`src/hdl/adc_capture_macros.svh`:
```
// Shared constants of the ADC capture path.
// Include this header in any file that sizes a sample, a lane word or a
// capture memory address. The include guard makes repeated inclusion harmless.

`ifndef ADC_CAPTURE_MACROS_SVH
`define ADC_CAPTURE_MACROS_SVH

// one deserialized ADC channel word
`define ADC_SAMPLE_BITS 16

// channels packed into one capture word
`define ADC_CHANNELS 2

// one raw deserializer lane word, kept for debug
`define RAW_LANE_BITS 8

// raw lanes packed into one debug word
`define RAW_LANES 4

// 10 address bits give 1024 words per capture memory
`define CAPTURE_ADDR_BITS 10

// flops between the asynchronous enable and the capture logic
`define ENABLE_SYNC_STAGES 3

`endif
```
`src/hdl/adc_capture_pkg.sv`:
```
// Types shared by the ADC capture sequencer, the capture buffers and the top level.
// Import it with a wildcard import in the module header.

`default_nettype none

`include "adc_capture_macros.svh"

package adc_capture_pkg;

	// raw word types, one per sample channel and one per lane
	typedef logic [`ADC_SAMPLE_BITS-1:0] adc_word_t;
	typedef logic [`RAW_LANE_BITS-1:0] lane_word_t;

	// address into either capture memory
	typedef logic [`CAPTURE_ADDR_BITS-1:0] capture_addr_t;

	// channel 0 sits in the upper half
	typedef struct packed {
		adc_word_t ch0;
		adc_word_t ch1;
	} adc_sample_t;

	// lane 0 most significant
	typedef struct packed {
		lane_word_t lane0;
		lane_word_t lane1;
		lane_word_t lane2;
		lane_word_t lane3;
	} raw_lanes_t;

	// one write per cycle, shared by both memories
	typedef struct packed {
		logic          wr_en;
		capture_addr_t addr;
	} write_cmd_t;

	// words_written needs one extra bit to reach the full depth
	typedef struct packed {
		logic                         capturing;
		logic                         full;
		logic [`CAPTURE_ADDR_BITS:0]  words_written;
	} capture_status_t;

endpackage

`default_nettype wire

```
`src/hdl/capture_sequencer.sv`:
```
// Capture sequencer of the ADC capture path.
// Synchronizes the asynchronous capture enable, arms on its rising edge and
// then issues one memory write per cycle from address 0 until the enable
// falls or the last address has been written. Also keeps the capture status.

`timescale 1ns/1ns
`default_nettype none

`include "adc_capture_macros.svh"

module capture_sequencer
	import adc_capture_pkg::*;
(
	input  logic            data_clk_div,
	input  logic            rst_n,
	input  logic            enable_bram,
	output write_cmd_t      write_cmd,
	output capture_status_t status
);

	logic [`ENABLE_SYNC_STAGES-1:0] enable_sync;
	logic                           enable_level;
	logic                           enable_level_d;
	logic                           enable_rise;
	logic                           enable_fall;
	logic                           armed;
	logic                           armed_next;
	logic [`CAPTURE_ADDR_BITS:0]    issue_count;
	logic [`CAPTURE_ADDR_BITS:0]    issue_base;
	logic                           issue;
	write_cmd_t                     cmd_q;
	logic                           full_q;
	logic [`CAPTURE_ADDR_BITS:0]    words_q;

	assign enable_level = enable_sync[`ENABLE_SYNC_STAGES-1];
	assign enable_rise = enable_level & ~enable_level_d;
	assign enable_fall = ~enable_level & enable_level_d;

	// a rising edge arms on the same cycle, so the first write is not delayed
	assign armed_next = enable_rise | (armed & ~enable_fall);

	// a new capture restarts from address 0
	assign issue_base = enable_rise ? '0 : issue_count;

	// top bit set once all addresses have been issued
	assign issue = armed_next & ~issue_base[`CAPTURE_ADDR_BITS];

	// enable synchronizer and edge detect
	always_ff @(posedge data_clk_div) begin
		if (!rst_n) begin
			enable_sync <= '0;
			enable_level_d <= 1'b0;
			armed <= 1'b0;
		end else begin
			enable_sync <= {enable_sync[`ENABLE_SYNC_STAGES-2:0], enable_bram};
			enable_level_d <= enable_level;
			armed <= armed_next;
		end
	end

	// write command, one stage ahead of the memories
	always_ff @(posedge data_clk_div) begin
		if (!rst_n) begin
			cmd_q <= '0;
			issue_count <= '0;
		end else begin
			cmd_q.wr_en <= issue;
			if (issue) begin
				cmd_q.addr <= issue_base[`CAPTURE_ADDR_BITS-1:0];
				issue_count <= issue_base + 1'b1;
			end
		end
	end

	// status follows the writes the buffers actually perform
	always_ff @(posedge data_clk_div) begin
		if (!rst_n) begin
			full_q <= 1'b0;
			words_q <= '0;
		end else if (enable_rise) begin
			full_q <= 1'b0;
			words_q <= '0;
		end else if (cmd_q.wr_en) begin
			words_q <= words_q + 1'b1;
			if (cmd_q.addr == '1) begin
				full_q <= 1'b1;
			end
		end
	end

	assign write_cmd = cmd_q;

	// capturing is the write enable seen by the memories
	assign status.capturing = cmd_q.wr_en;
	assign status.full = full_q;
	assign status.words_written = words_q;

endmodule

`default_nettype wire

```
`config.mk`:
```
export PLATFORM = sky130hd
export DESIGN_NAME = capture_sequencer
export DESIGN_NICKNAME = d
export VERILOG_FILES = /design/src/hdl/adc_capture_pkg.sv /design/src/hdl/capture_sequencer.sv
export VERILOG_INCLUDE_DIRS = /design/src /design/src/hdl
export SDC_FILE = /design/constraint.sdc
export NUM_CORES = 1
export LEC_CHECK = 0
export ABC_AREA = 1
export BUFFER_PORTS_ARGS = -buffer_cell sky130_fd_sc_hd__buf_2
export CAP_MARGIN = 25
export CORE_UTILIZATION = 45
export DETAILED_ROUTE_END_ITERATION = 10
export HOLD_SLACK_MARGIN = 0.15
export PLACE_DENSITY = 0.73
export SLEW_MARGIN = 30
export SYNTH_ARGS = -nofsm -noshare
export SYNTH_HDL_FRONTEND = slang
export SYNTH_SLANG_ARGS = --single-unit
```
`constraint.sdc`:
```
create_clock -name data_clk_div -period 2.2 [get_ports data_clk_div]
set_input_delay 0.22 -clock data_clk_div [delete_from_list [all_inputs] [get_ports data_clk_div]]
set_output_delay 0.22 -clock data_clk_div [all_outputs]
set_load 0.05 [all_outputs]
```
## Word level (Yosys, flattened, before mapping)

Cells that the tools add are included.

- Add/sub/neg operators: 2
- Multiply operators: 0
- Div/mod/pow operators: 0
- Order comparisons: 0
- Equal/unequal tests: 1
- Shifts and indexed selects: 0
- Multiplexer cells: 1
- Bitwise operators: 10
- Reduce and logical (&&, ||, !) cells: 2

Operators by type and width:

| cell | number |
|---|---|
| adder 11 x 1 -> 11 bit, second input constant | 2 |
| two-way mux 11 bit | 1 |
| equality test 10 bit, second input constant | 1 |
| inverter 1 bit | 5 |
| bitwise AND 1 bit | 4 |
| AND reduction 2 bit | 1 |
| OR reduction 2 bit | 1 |
| bitwise OR 1 bit | 1 |

- Flip-flop bits (word level): 39
- Bits in latches: 0
- Bits in writable memories: 0
- ROM bits: 0
- Bits of input ports: 3
- Word-level logic and storage cells: 24
- Memories: 0

## Depth between registers and ports, before layout

Gate-level depths: netlist (run 1).

- Depth after elaboration: 6
- Gate-level depth with buffers: 12

## Worst setup path before layout (run 1)

No wires, ideal clock.

- Path type: reg2reg
- Start: register words_q[1]
- End: register words_q[8]
- Data arrival time: 1.561 ns
- Data required time: 2.080 ns
- Slack: 0.519 ns
- Stages on the path, launching flop included: 9
- Buffers on the path: 0
- Clock period less this slack: 1.681 ns
- Cell sequence: dfxtp_1 -> ha_1 -> nand3_1 -> inv_1 -> nand2_1 -> nor2_1 -> inv_1 -> o21ai_0 -> a21oi_1

- Cells in the longest elaborated chain, start to end: 1

Ends and longest elaborated chain:

| what | line | source |
|---|---|---|
| from (decl) | capture_sequencer.sv:33 | `` logic [`CAPTURE_ADDR_BITS:0] words_q; `` |
| from (signal assigned) | capture_sequencer.sv:84 | `words_q <= words_q + 1'b1;` |
| adder 11 x 1 -> 11 bit | capture_sequencer.sv:84 |  |

Every way passes these cells.
A chain may end at the register's enable or synchronous reset.

## Worst setup path after layout (run 1)

- Start: register enable_level_d
- End: register issue_count[8]

- Elaborated cells on any way between the ends: 10
- Classes of those cells: 1 x add/sub; 1 x mux; 8 x bitwise

RTL lines:

| what | line | source |
|---|---|---|
| from (decl) | capture_sequencer.sv:23 | `logic enable_level_d;` |
| from (signal assigned) | capture_sequencer.sv:56 | `enable_level_d <= enable_level;` |
| inverter 1 bit | capture_sequencer.sv:36 | `assign enable_rise = enable_level & ~enable_level_d;` |
| bitwise AND 1 bit | capture_sequencer.sv:36 |  |
| two-way mux 11 bit | capture_sequencer.sv:43 | `assign issue_base = enable_rise ? '0 : issue_count;` |
| via issue_base[0] | capture_sequencer.sv:29 | `` logic [`CAPTURE_ADDR_BITS:0] issue_base; `` |
| adder 11 x 1 -> 11 bit | capture_sequencer.sv:70 | `issue_count <= issue_base + 1'b1;` |
| to (signal assigned) | capture_sequencer.sv:70 |  |
| to (decl) | capture_sequencer.sv:28 | `` logic [`CAPTURE_ADDR_BITS:0] issue_count; `` |

The timed path passes the listed nets, and every way through them passes these cells.

==> flow_summary_export.csv, run 1 <==
group,metric,value,unit
routing,drtIter0Drc,86,
layout,drive_above_1_share,17.5,%
setup_path,worstPathMaxFanout,12,
timing,layout_setup_ws,404,ps
setup_path,crit_required,2380,ps
placement,port_buffers,26,
floorplanning,start_util,48.8,%
synthesis,postSynthCellCount,224,
synthesis,ys_ff_latch,39,
synthesis,ys_warn_count,0,
timing,relSlewSlack,67.7,%
setup_path,crit_type,"flop to flop",
floorplanning,io_pins,27,
setup_path,crit_path_start,"enable_level_d$_SDFF_PN0_",
pwr,vdd_drop_max,412,uV
layout,syn_to_final_growth,15.9,%
synthesis,syn_area,1680,um^2
clock_tree,post-cts-setup-buffers,0,
setup_path,cp.buffers_inverters,2,
setup_path,path_common_cell,"inv_1",
setup_path,crit_family,"simple AND/OR/NAND/NOR gates",
routing,drt-wirelength-per-cell,11.2,um
setup_path,critPathMaxStageDelay,350,ps
synthesis,avgSynthCellArea,7.50,um^2
layout,n_antenna_cell,0,
clock_tree,cts_max_level,2,
placement,place_ws,419,ps
timing,setup_viol,0,
status,status,"finished clean",
global_routing,grt_usage,18.6,%
global_routing,grt_pass1_vias,1286,
global_routing,antenna_found_initial,0,
synthesis,yosysUniqueCellTypes,25,
timing,tightest_slew,483,ps
timing,finalClockSkew,4.45,ps
global_routing,grt_max_degree,21,
clock_tree,cts_max_path_buffers,2,
pwr,power.leakage,0.836,nW
synthesis,async_flop_share,0,%
clock_tree,clock_sinks,39,
synthesis,synth_fp_nets,229,
setup_path,crit_arrival,1980,ps
floorplanning,dieArea,3980,um^2
timing,fin_crit,1800,ps
setup_path,reg2regPathDepth,10,
synthesis,synth_edf_count,0,
layout,final_common_cell,"dfxtp_1",
layout,fin_area,1950,um^2
timing,setup_tns,0,ps
routing,vias_per_cell,4.85,
routing,vias,1445,
setup_path,r2r_end,"issue_count[8]$_SDFFE_PN0P_",
routing,first_pass_iters,4,
setup_path,ff2ff_setup_slack,400,ps
layout,layout_common_cells,"39 x dfxtp_1, 35 x nand2_1, 31 x inv_1, 30 x nor2_1, 26 x buf_2",
clock_tree,cts_root_buffer,"clkbuf_8",
global_routing,grt.overflow.total,0,
layout,finalNonFillerCells,298,
setup_path,worst-path-stages,10,
clock_tree,clock_latency,290,ps
layout,fill_cells,344,
setup_path,crit_path_end_kind,"flop",
timing,hold_slack,301,ps
timing,hold_viol_final,0,
setup_path,crit_chain,"inv_1 -> nand2_2 -> nand2_1 -> inv_1 -> ha_1 -> nand4_1 -> nor2_2 -> nand3_1 -> o21ai_0 -> nor2_1",
clock_tree,cts_tree,"built",
timing,rsz0062_at_grt,"false",
setup_path,start_kind,"flop",
placement,dp_hpwl,2420,um
routing,wirelength,3330,um
worst_hold_path,min_path_cells,3,
global_routing,grt_pass1_wl,5630,um
clock_tree,clkTransAtPathRegs,70,ps
floorplanning,die_w,63.1,um
timing,fin_crit_sh,81.6,%
synthesis,ys_seq_area_share,46.5,%
placement,dpl.cell_count,289,
floorplanning,die_y,63.1,um
timing,finalMaxSlewViolations,0,
placement,dpl_cell_area,1820,um^2
timing,max_freq,557,MHz
worst_hold_path,hold_class,"input port to flop",
setup_path,critPathSlowestCell,"dfxtp_1",
synthesis,synth_flop_cell,"dfxtp_1",
routing,ant_nets,0,
pwr,cellPowerDensity,746,nW/um^2
setup_path,timing.rr.start,"enable_level_d$_SDFF_PN0_",
flow_run,maxCapViolCount,0,
floorplanning,row_count,21,
routing,drc,0,
setup_path,crit_path_end,"issue_count[8]$_SDFFE_PN0P_",
floorplanning,core_area,3440,um^2
placement,routabilityCongestion,0.822,
layout,layout.nets,256,
clock_tree,numCtsBuffers,5,
[final cells by class]
cell class              instances  area [um^2]  area share (%)
well taps                      46         57.6            2.96
flip-flops and latches         39          781            40.1
multi-input cells             145          723            37.1
repair buffers                 28          148            7.58
clock buffers                   6         82.6            4.24
inverters                      32          120            6.17
clock inverters                 2         35.0            1.80
[flip-flops by register name, indices dropped and copies added, names as in the netlist]
signal,count
status,1
enable_level_d,1
write_cmd,10
words_q,11
issue_count,11
armed,1
full_q,1
enable_sync,3
[power breakdown]
group / switching, mW / internal (mW) / leakage, nW
Clock: 0.241 / 0.367 / 0.0612
Combinational: 0.0840 / 0.0268 / 0.458
Sequential: 0.0117 / 0.723 / 0.316
[how the worst min path moves through the flow]
stage                                    startpoint                          end  slack, ps
final                                         rst_n  issue_count[6]$_SDFFE_PN0P_        300
after global routing                          rst_n        status[12]$_SDFF_PN0_        340
after CTS                                     rst_n  issue_count[6]$_SDFFE_PN0P_        300
after detailed placement  enable_sync[1]$_SDFF_PN0_    enable_sync[2]$_SDFF_PN0_        400
after global placement    enable_sync[0]$_SDFF_PN0_    enable_sync[1]$_SDFF_PN0_        390
after floorplan                         enable_bram    enable_sync[0]$_SDFF_PN0_        320
[synth_stat cells (3+ instances only)]
library cell	instances	share of area, %
nand4_1	6	2.2
inv_1	31	6.9
o21ai_0	19	5.7
nand2_2	3	1.1
a21oi_1	20	6.0
nor3_1	8	2.4
nand2_1	35	7.8
nand3_1	10	3.0
dfxtp_1	39	46
nor2_1	30	6.7
[kinds of logic after synthesis]
group	count (synthesis)	share of synthesized area (%)
AOI/OAI and AO/OA	40	12.1
xor gates and xnor gates	3	1.57
adders and majority gates	2	1.49
buffers and inverters	40	10.4
DFF	39	46.5
and+or+nand+nor	100	27.9
[layer usage]
metal | part of all wire [%] | vias to the layer above | global-route usage [%] | routed length (um)
li1 | - | 766 | - | -
met1 | 49 | 639 | 24.0 | 1620
met2 | 44 | 34 | 28.1 | 1460
met3 | 5.7 | 6 | 3.99 | 189
met4 | 1.7 | 0 | 11.6 | 57
met5 | 0 | - | 0 | 0
[per-stage QoR]
stage	total power, mW	utilization, %
2_1_floorplan	0.839	-
3_3_place_gp	0.859	52.9
3_5_place_dp	0.861	52.9
4_1_cts	1.46	56.6
5_1_grt	1.50	56.6
6_report	1.45	56.6
[tightest hold or removal path: stages]
cell and delay [ps]:
buf_2 90, inv_1 130, nor2_1 120
[timing repair]
| action | 4_1_cts | 5_1_grt |
|---|---|---|
| endpoints found under the hold margin | 1 | 0 |
| endpoints found under the setup margin | 0 | 0 |
| gates resized for setup | 0 | 0 |
| hold buffers | 1 | 0 |
(Power assumes the default switching activity.)
==> run 2: changes to the inputs <==
==> constraint.sdc (replaced) <==
create_clock -name data_clk_div -period 1.8 [get_ports data_clk_div]
set_input_delay 0.18 -clock data_clk_div [delete_from_list [all_inputs] [get_ports data_clk_div]]
set_output_delay 0.18 -clock data_clk_div [all_outputs]
set_load 0.05 [all_outputs]
==> flow_summary_export.csv, run 2 (synthesis gave the netlist of run 1 again) <==
group,metric,value,unit
layout,syn_to_final_growth,15.8,%
timing,rsz0062_at_grt,"false",
global_routing,grt_pass1_wl,5870,um
placement,port_buffers,26,
floorplanning,dieArea,3980,um^2
routing,drt-wirelength-per-cell,11.0,um
setup_path,crit_required,1990,ps
global_routing,met3_usage,7.61,%
timing,tightest_slew,500,ps
layout,layout_common_cells,"39 x dfxtp_1, 35 x nand2_1, 31 x inv_1, 30 x nor2_1, 26 x buf_2",
layout,drive_above_1_share,18.4,%
layout,layout.nets,260,
floorplanning,die_y,63.1,um
placement,routabilityCongestion,0.816,
floorplanning,io_pins,27,
timing,max_freq,618,MHz
timing,fin_crit_sh,89.9,%
layout,n_antenna_cell,0,
clock_tree,cts_root_buffer,"clkbuf_8",
floorplanning,row_count,21,
setup_path,path_common_cell,"inv_1",
setup_path,worstPathMaxFanout,9,
clock_tree,post-cts-setup-buffers,0,
global_routing,grt_usage,19.2,%
floorplanning,core_area,3440,um^2
clock_tree,clock_sinks,39,
global_routing,grt.overflow.total,0,
timing,fin_crit,1620,ps
timing,setup_viol,0,
clock_tree,clock_latency,290,ps
timing,finalMaxSlewViolations,0,
timing,finalClockSkew,6.54,ps
layout,fill_cells,344,
layout,final_common_cell,"dfxtp_1",
timing,relSlewSlack,66.6,%
clock_tree,cts_tree,"built",
clock_tree,cts_max_level,2,
pwr,cellPowerDensity,827,nW/um^2
pwr,total_power,1.61,mW
status,status,"finished clean",
placement,dpl.cell_count,293,
setup_path,crit_type,"flop to flop",
worst_hold_path,hold_class,"input port to flop",
routing,wirelength,3310,um
routing,ant_nets,0,
routing,first_pass_iters,4,
layout,finalNonFillerCells,302,
setup_path,cp.buffers_inverters,2,
floorplanning,die_w,63.1,um
setup_path,critPathMaxStageDelay,340,ps
flow_run,maxCapViolCount,0,
clock_tree,clkTransAtPathRegs,80,ps
global_routing,grt_busiest_layer,"met2",
floorplanning,start_util,48.8,%
routing,drc,0,
pwr,vdd_drop_max,569,uV
timing,hold_viol_final,0,
pwr,power.leakage,0.835,nW
global_routing,grt_pass1_vias,1357,
placement,dp_hpwl,2350,um
clock_tree,numCtsBuffers,5,
global_routing,grtUsageMet2,29.4,%
routing,vias_per_cell,4.92,
routing,drtIter0Drc,86,
setup_path,crit_path_end_kind,"flop",
setup_path,critPathSlowestCell,"dfxtp_1",
setup_path,crit_chain,"inv_1 -> nand2_2 -> nand2_1 -> inv_1 -> ha_1 -> nand4_1 -> nor2_2 -> nand3_1 -> o21ai_0 -> nor2_1",
timing,setup_tns,0,ps
setup_path,crit_arrival,1810,ps
setup_path,start_kind,"flop",
layout,final_util,56.5,%
routing,vias,1487,
global_routing,grt_max_degree,21,
clock_tree,cts_max_path_buffers,2,
global_routing,antenna_found_initial,0,
setup_path,crit_family,"simple AND/OR/NAND/NOR gates",
global_routing,grt.met1_usage,24.0,%
## run 2: routing by layer
metal / share of wire (%) / routed length, um
met1: 50 / 1640
met3: 5.0 / 167
met4: 1.5 / 51
met2: 44 / 1450
met5: 0 / 0
## run 2: final timing paths
path	start	end	slack, ps	cells after the start
setup / recovery	enable_level_d$_SDFF_PN0_	issue_count[8]$_SDFFE_PN0P_	180	10
hold / removal	rst_n	status[12]$_SDFF_PN0_	250	3
setup reg to reg	enable_level_d$_SDFF_PN0_	issue_count[8]$_SDFFE_PN0P_	180	10
hold reg to reg	enable_sync[0]$_SDFF_PN0_	enable_sync[1]$_SDFF_PN0_	410	2
## run 2: power by group
| group | internal [mW] | switching [mW] |
|---|---|---|
| clock network | 0.270 | 0.298 |
| logic | 0.0381 | 0.105 |
| registers | 0.883 | 0.0141 |
| total | 1.19 | 0.417 |
## run 2: what timing repair did
action / in CTS / in global routing
gates resized for setup: 0 / 0
endpoints found under the hold margin: 1 / 0
hold buffers: 1 / 0
## run 2: layout make-up
type	instances	area [um^2]	area share [%]
Clock inverter	2	12.5	0.644
Multi-Input combinational cell	145	723	37.2
Sequential cell	39	781	40.2
Tap cell	46	57.6	2.96
Inverter	32	120	6.18
Timing Repair Buffer	32	178	9.14
Clock buffer	6	72.6	3.73
## run 2: worst register-to-register path: cells and delay by family, from the launching register on
kind / cells / cell delay (ps)
fa+ha+maj: 1 / 170
simple gates: 6 / 710
buf+inv: 2 / 110
compound gates: 1 / 170
flops: 1 / 340
## run 2: through the flow
stage / setup WS, ps / hold WS [ps] / instance area (um^2)
3_5_place_dp: 200 / 366 / 1850
6_report: 181 / 255 / 1940
5_1_grt: 35.8 / 276 / 1940
3_3_place_gp: 236 / 363 / 1850
2_1_floorplan: 119 / 278 / 1680
4_1_cts: 184 / 260 / 1940
==> run 3: changes to the inputs <==
--- a/config.mk
+++ b/config.mk
@@ -10,6 +10,7 @@
 export BUFFER_PORTS_ARGS = -buffer_cell sky130_fd_sc_hd__buf_2
 export CAP_MARGIN = 25
 export CORE_UTILIZATION = 45
+export CTS_BUF_LIST = sky130_fd_sc_hd__clkbuf_4 sky130_fd_sc_hd__clkbuf_8 sky130_fd_sc_hd__clkbuf_16
 export DETAILED_ROUTE_END_ITERATION = 10
 export HOLD_SLACK_MARGIN = 0.15
 export PLACE_DENSITY = 0.73
==> flow_summary_export.csv, run 3 (synthesis gave the netlist of run 1 again) <==
group,metric,value,unit
status,status,"finished clean",
clock_tree,cts_max_level,2,
routing,ant_nets,0,
floorplanning,die_y,63.1,um
floorplanning,dieArea,3980,um^2
timing,relSlewSlack,66.6,%
routing,drtIter0Drc,68,
routing,highest_layer,"met4",
timing,rsz0062_at_grt,"false",
layout,layout.nets,260,
layout,final_common_cell,"dfxtp_1",
global_routing,grt_max_degree,21,
routing,vias,1483,
setup_path,reg2regPathDepth,10,
layout,drive_above_1_share,18.8,%
global_routing,grt_pass1_vias,1357,
timing,tightest_slew,500,ps
timing,fin_crit,1620,ps
setup_path,ff2ff_setup_slack,180,ps
floorplanning,die_w,63.1,um
flow_run,maxCapViolCount,0,
floorplanning,row_count,21,
routing,wirelength,3310,um
global_routing,antenna_found_initial,0,
clock_tree,clkTransAtPathRegs,80,ps
setup_path,start_kind,"flop",
clock_tree,cts_max_path_buffers,2,
pwr,cellPowerDensity,833,nW/um^2
timing,hold_viol_final,0,
routing,m1WireLength,1640,um
placement,port_buffers,26,
placement,routabilityCongestion,0.816,
global_routing,grt_usage,19.2,%
global_routing,grt_pass1_wl,5870,um
timing,finalClockSkew,6.10,ps
clock_tree,cts_tree,"built",
routing,wl_met3,161,um
routing,first_pass_iters,4,
clock_tree,numCtsBuffers,5,
timing,finalMaxSlewViolations,0,
setup_path,crit_path_start,"enable_level_d$_SDFF_PN0_",
floorplanning,start_util,48.8,%
pwr,total_power,1.62,mW
worst_hold_path,hold_class,"input port to flop",
routing,drt-wirelength-per-cell,11.0,um
layout,layout_common_cells,"39 x dfxtp_1, 35 x nand2_1, 31 x inv_1, 30 x nor2_1, 26 x buf_2",
setup_path,r2r_end,"issue_count[8]$_SDFFE_PN0P_",
floorplanning,io_pins,27,
clock_tree,cts_resized,0,
timing,fin_crit_sh,89.9,%
timing,setup_tns,0,ps
routing,drc,0,
floorplanning,core_area,3440,um^2
setup_path,worstPathMaxFanout,9,
global_routing,grt.overflow.total,0,
pwr,power.leakage,0.838,nW
layout,syn_to_final_growth,16.0,%
clock_tree,cts_root_buffer,"clkbuf_8",
setup_path,crit_required,1990,ps
clock_tree,clock_latency,290,ps
setup_path,crit_arrival,1800,ps
pwr,vdd_drop_max,569,uV
setup_path,crit_path_end_kind,"flop",
clock_tree,clock_sinks,39,
setup_path,timing.rr.start,"enable_level_d$_SDFF_PN0_",
timing,hold_slack,255,ps
routing,vias_per_cell,4.91,
timing,max_freq,618,MHz
placement,dp_hpwl,2350,um
layout,n_antenna_cell,0,
setup_path,crit_type,"flop to flop",
setup_path,crit_path_end,"issue_count[8]$_SDFFE_PN0P_",
timing,setup_viol,0,
routing,wl_met2,1460,um
-- run 3: cell counts in the layout (fill, tap and decap cells not counted) --
Identical to the previous run, type by type.
-- run 3: worst min path at each step --
stage	startpoint	to	slack, ps	cells past startpoint
after floorplan	enable_bram	enable_sync[0]$_SDFF_PN0_	280	2
after global placement	enable_bram	enable_sync[0]$_SDFF_PN0_	360	3
after detailed placement	enable_bram	enable_sync[0]$_SDFF_PN0_	370	3
after CTS	rst_n	status[12]$_SDFF_PN0_	260	3
after global routing	rst_n	status[12]$_SDFF_PN0_	280	3
final	rst_n	status[12]$_SDFF_PN0_	260	3
-- run 3: per-layer routing --
layer / up-vias / global-route usage, %
li1: 782 / -
met1: 667 / 24.0
met2: 28 / 29.4
met3: 6 / 7.61
met4: 0 / 6.98
met5: - / 0
-- run 3: timing repair --
action | in CTS | in global routing
endpoints found under the hold margin | 1 | 0
endpoints found under the setup margin | 0 | 0
setup buffers | 0 | 0
hold buffers | 1 | 0
-- run 3: layout make-up --
type / count / area (um^2)
multi-input cells: 145 / 723
well taps: 46 / 57.6
clock inverters: 2 / 12.5
flip-flops and latches: 39 / 781
fillers: 345 / 1490
inverters: 32 / 120
repair buffers: 32 / 178
clock buffers: 6 / 76.3
-- run 3: critical path, stage by stage, from the launching register on --
cell and delay, ps:
dfxtp_1 340, inv_1 50, nand2_2 140, nand2_1 90
inv_1 60, ha_1 170, nand4_1 160, nor2_2 200
nand3_1 80, o21ai_0 170, nor2_1 50
-- run 3: report_power, final --
part           switching (mW)  total [mW]  internal (mW)
Sequential             0.0141       0.898          0.884
Combinational           0.104       0.142         0.0381
Clock                   0.297       0.582          0.286
-- run 3: through the flow --
| step | cell area, um^2 | setup WS, ps | utilization (%) | cells |
|---|---|---|---|---|
| 6_report | 1950 | 181 | 56.6 | 302 |
| 5_1_grt | 1950 | 35.8 | 56.6 | 302 |
| 4_1_cts | 1950 | 184 | 56.6 | 302 |
| 3_5_place_dp | 1850 | 200 | 53.7 | 293 |
| 3_3_place_gp | 1850 | 236 | 53.7 | 293 |
| 2_1_floorplan | 1680 | 119 | - | 224 |
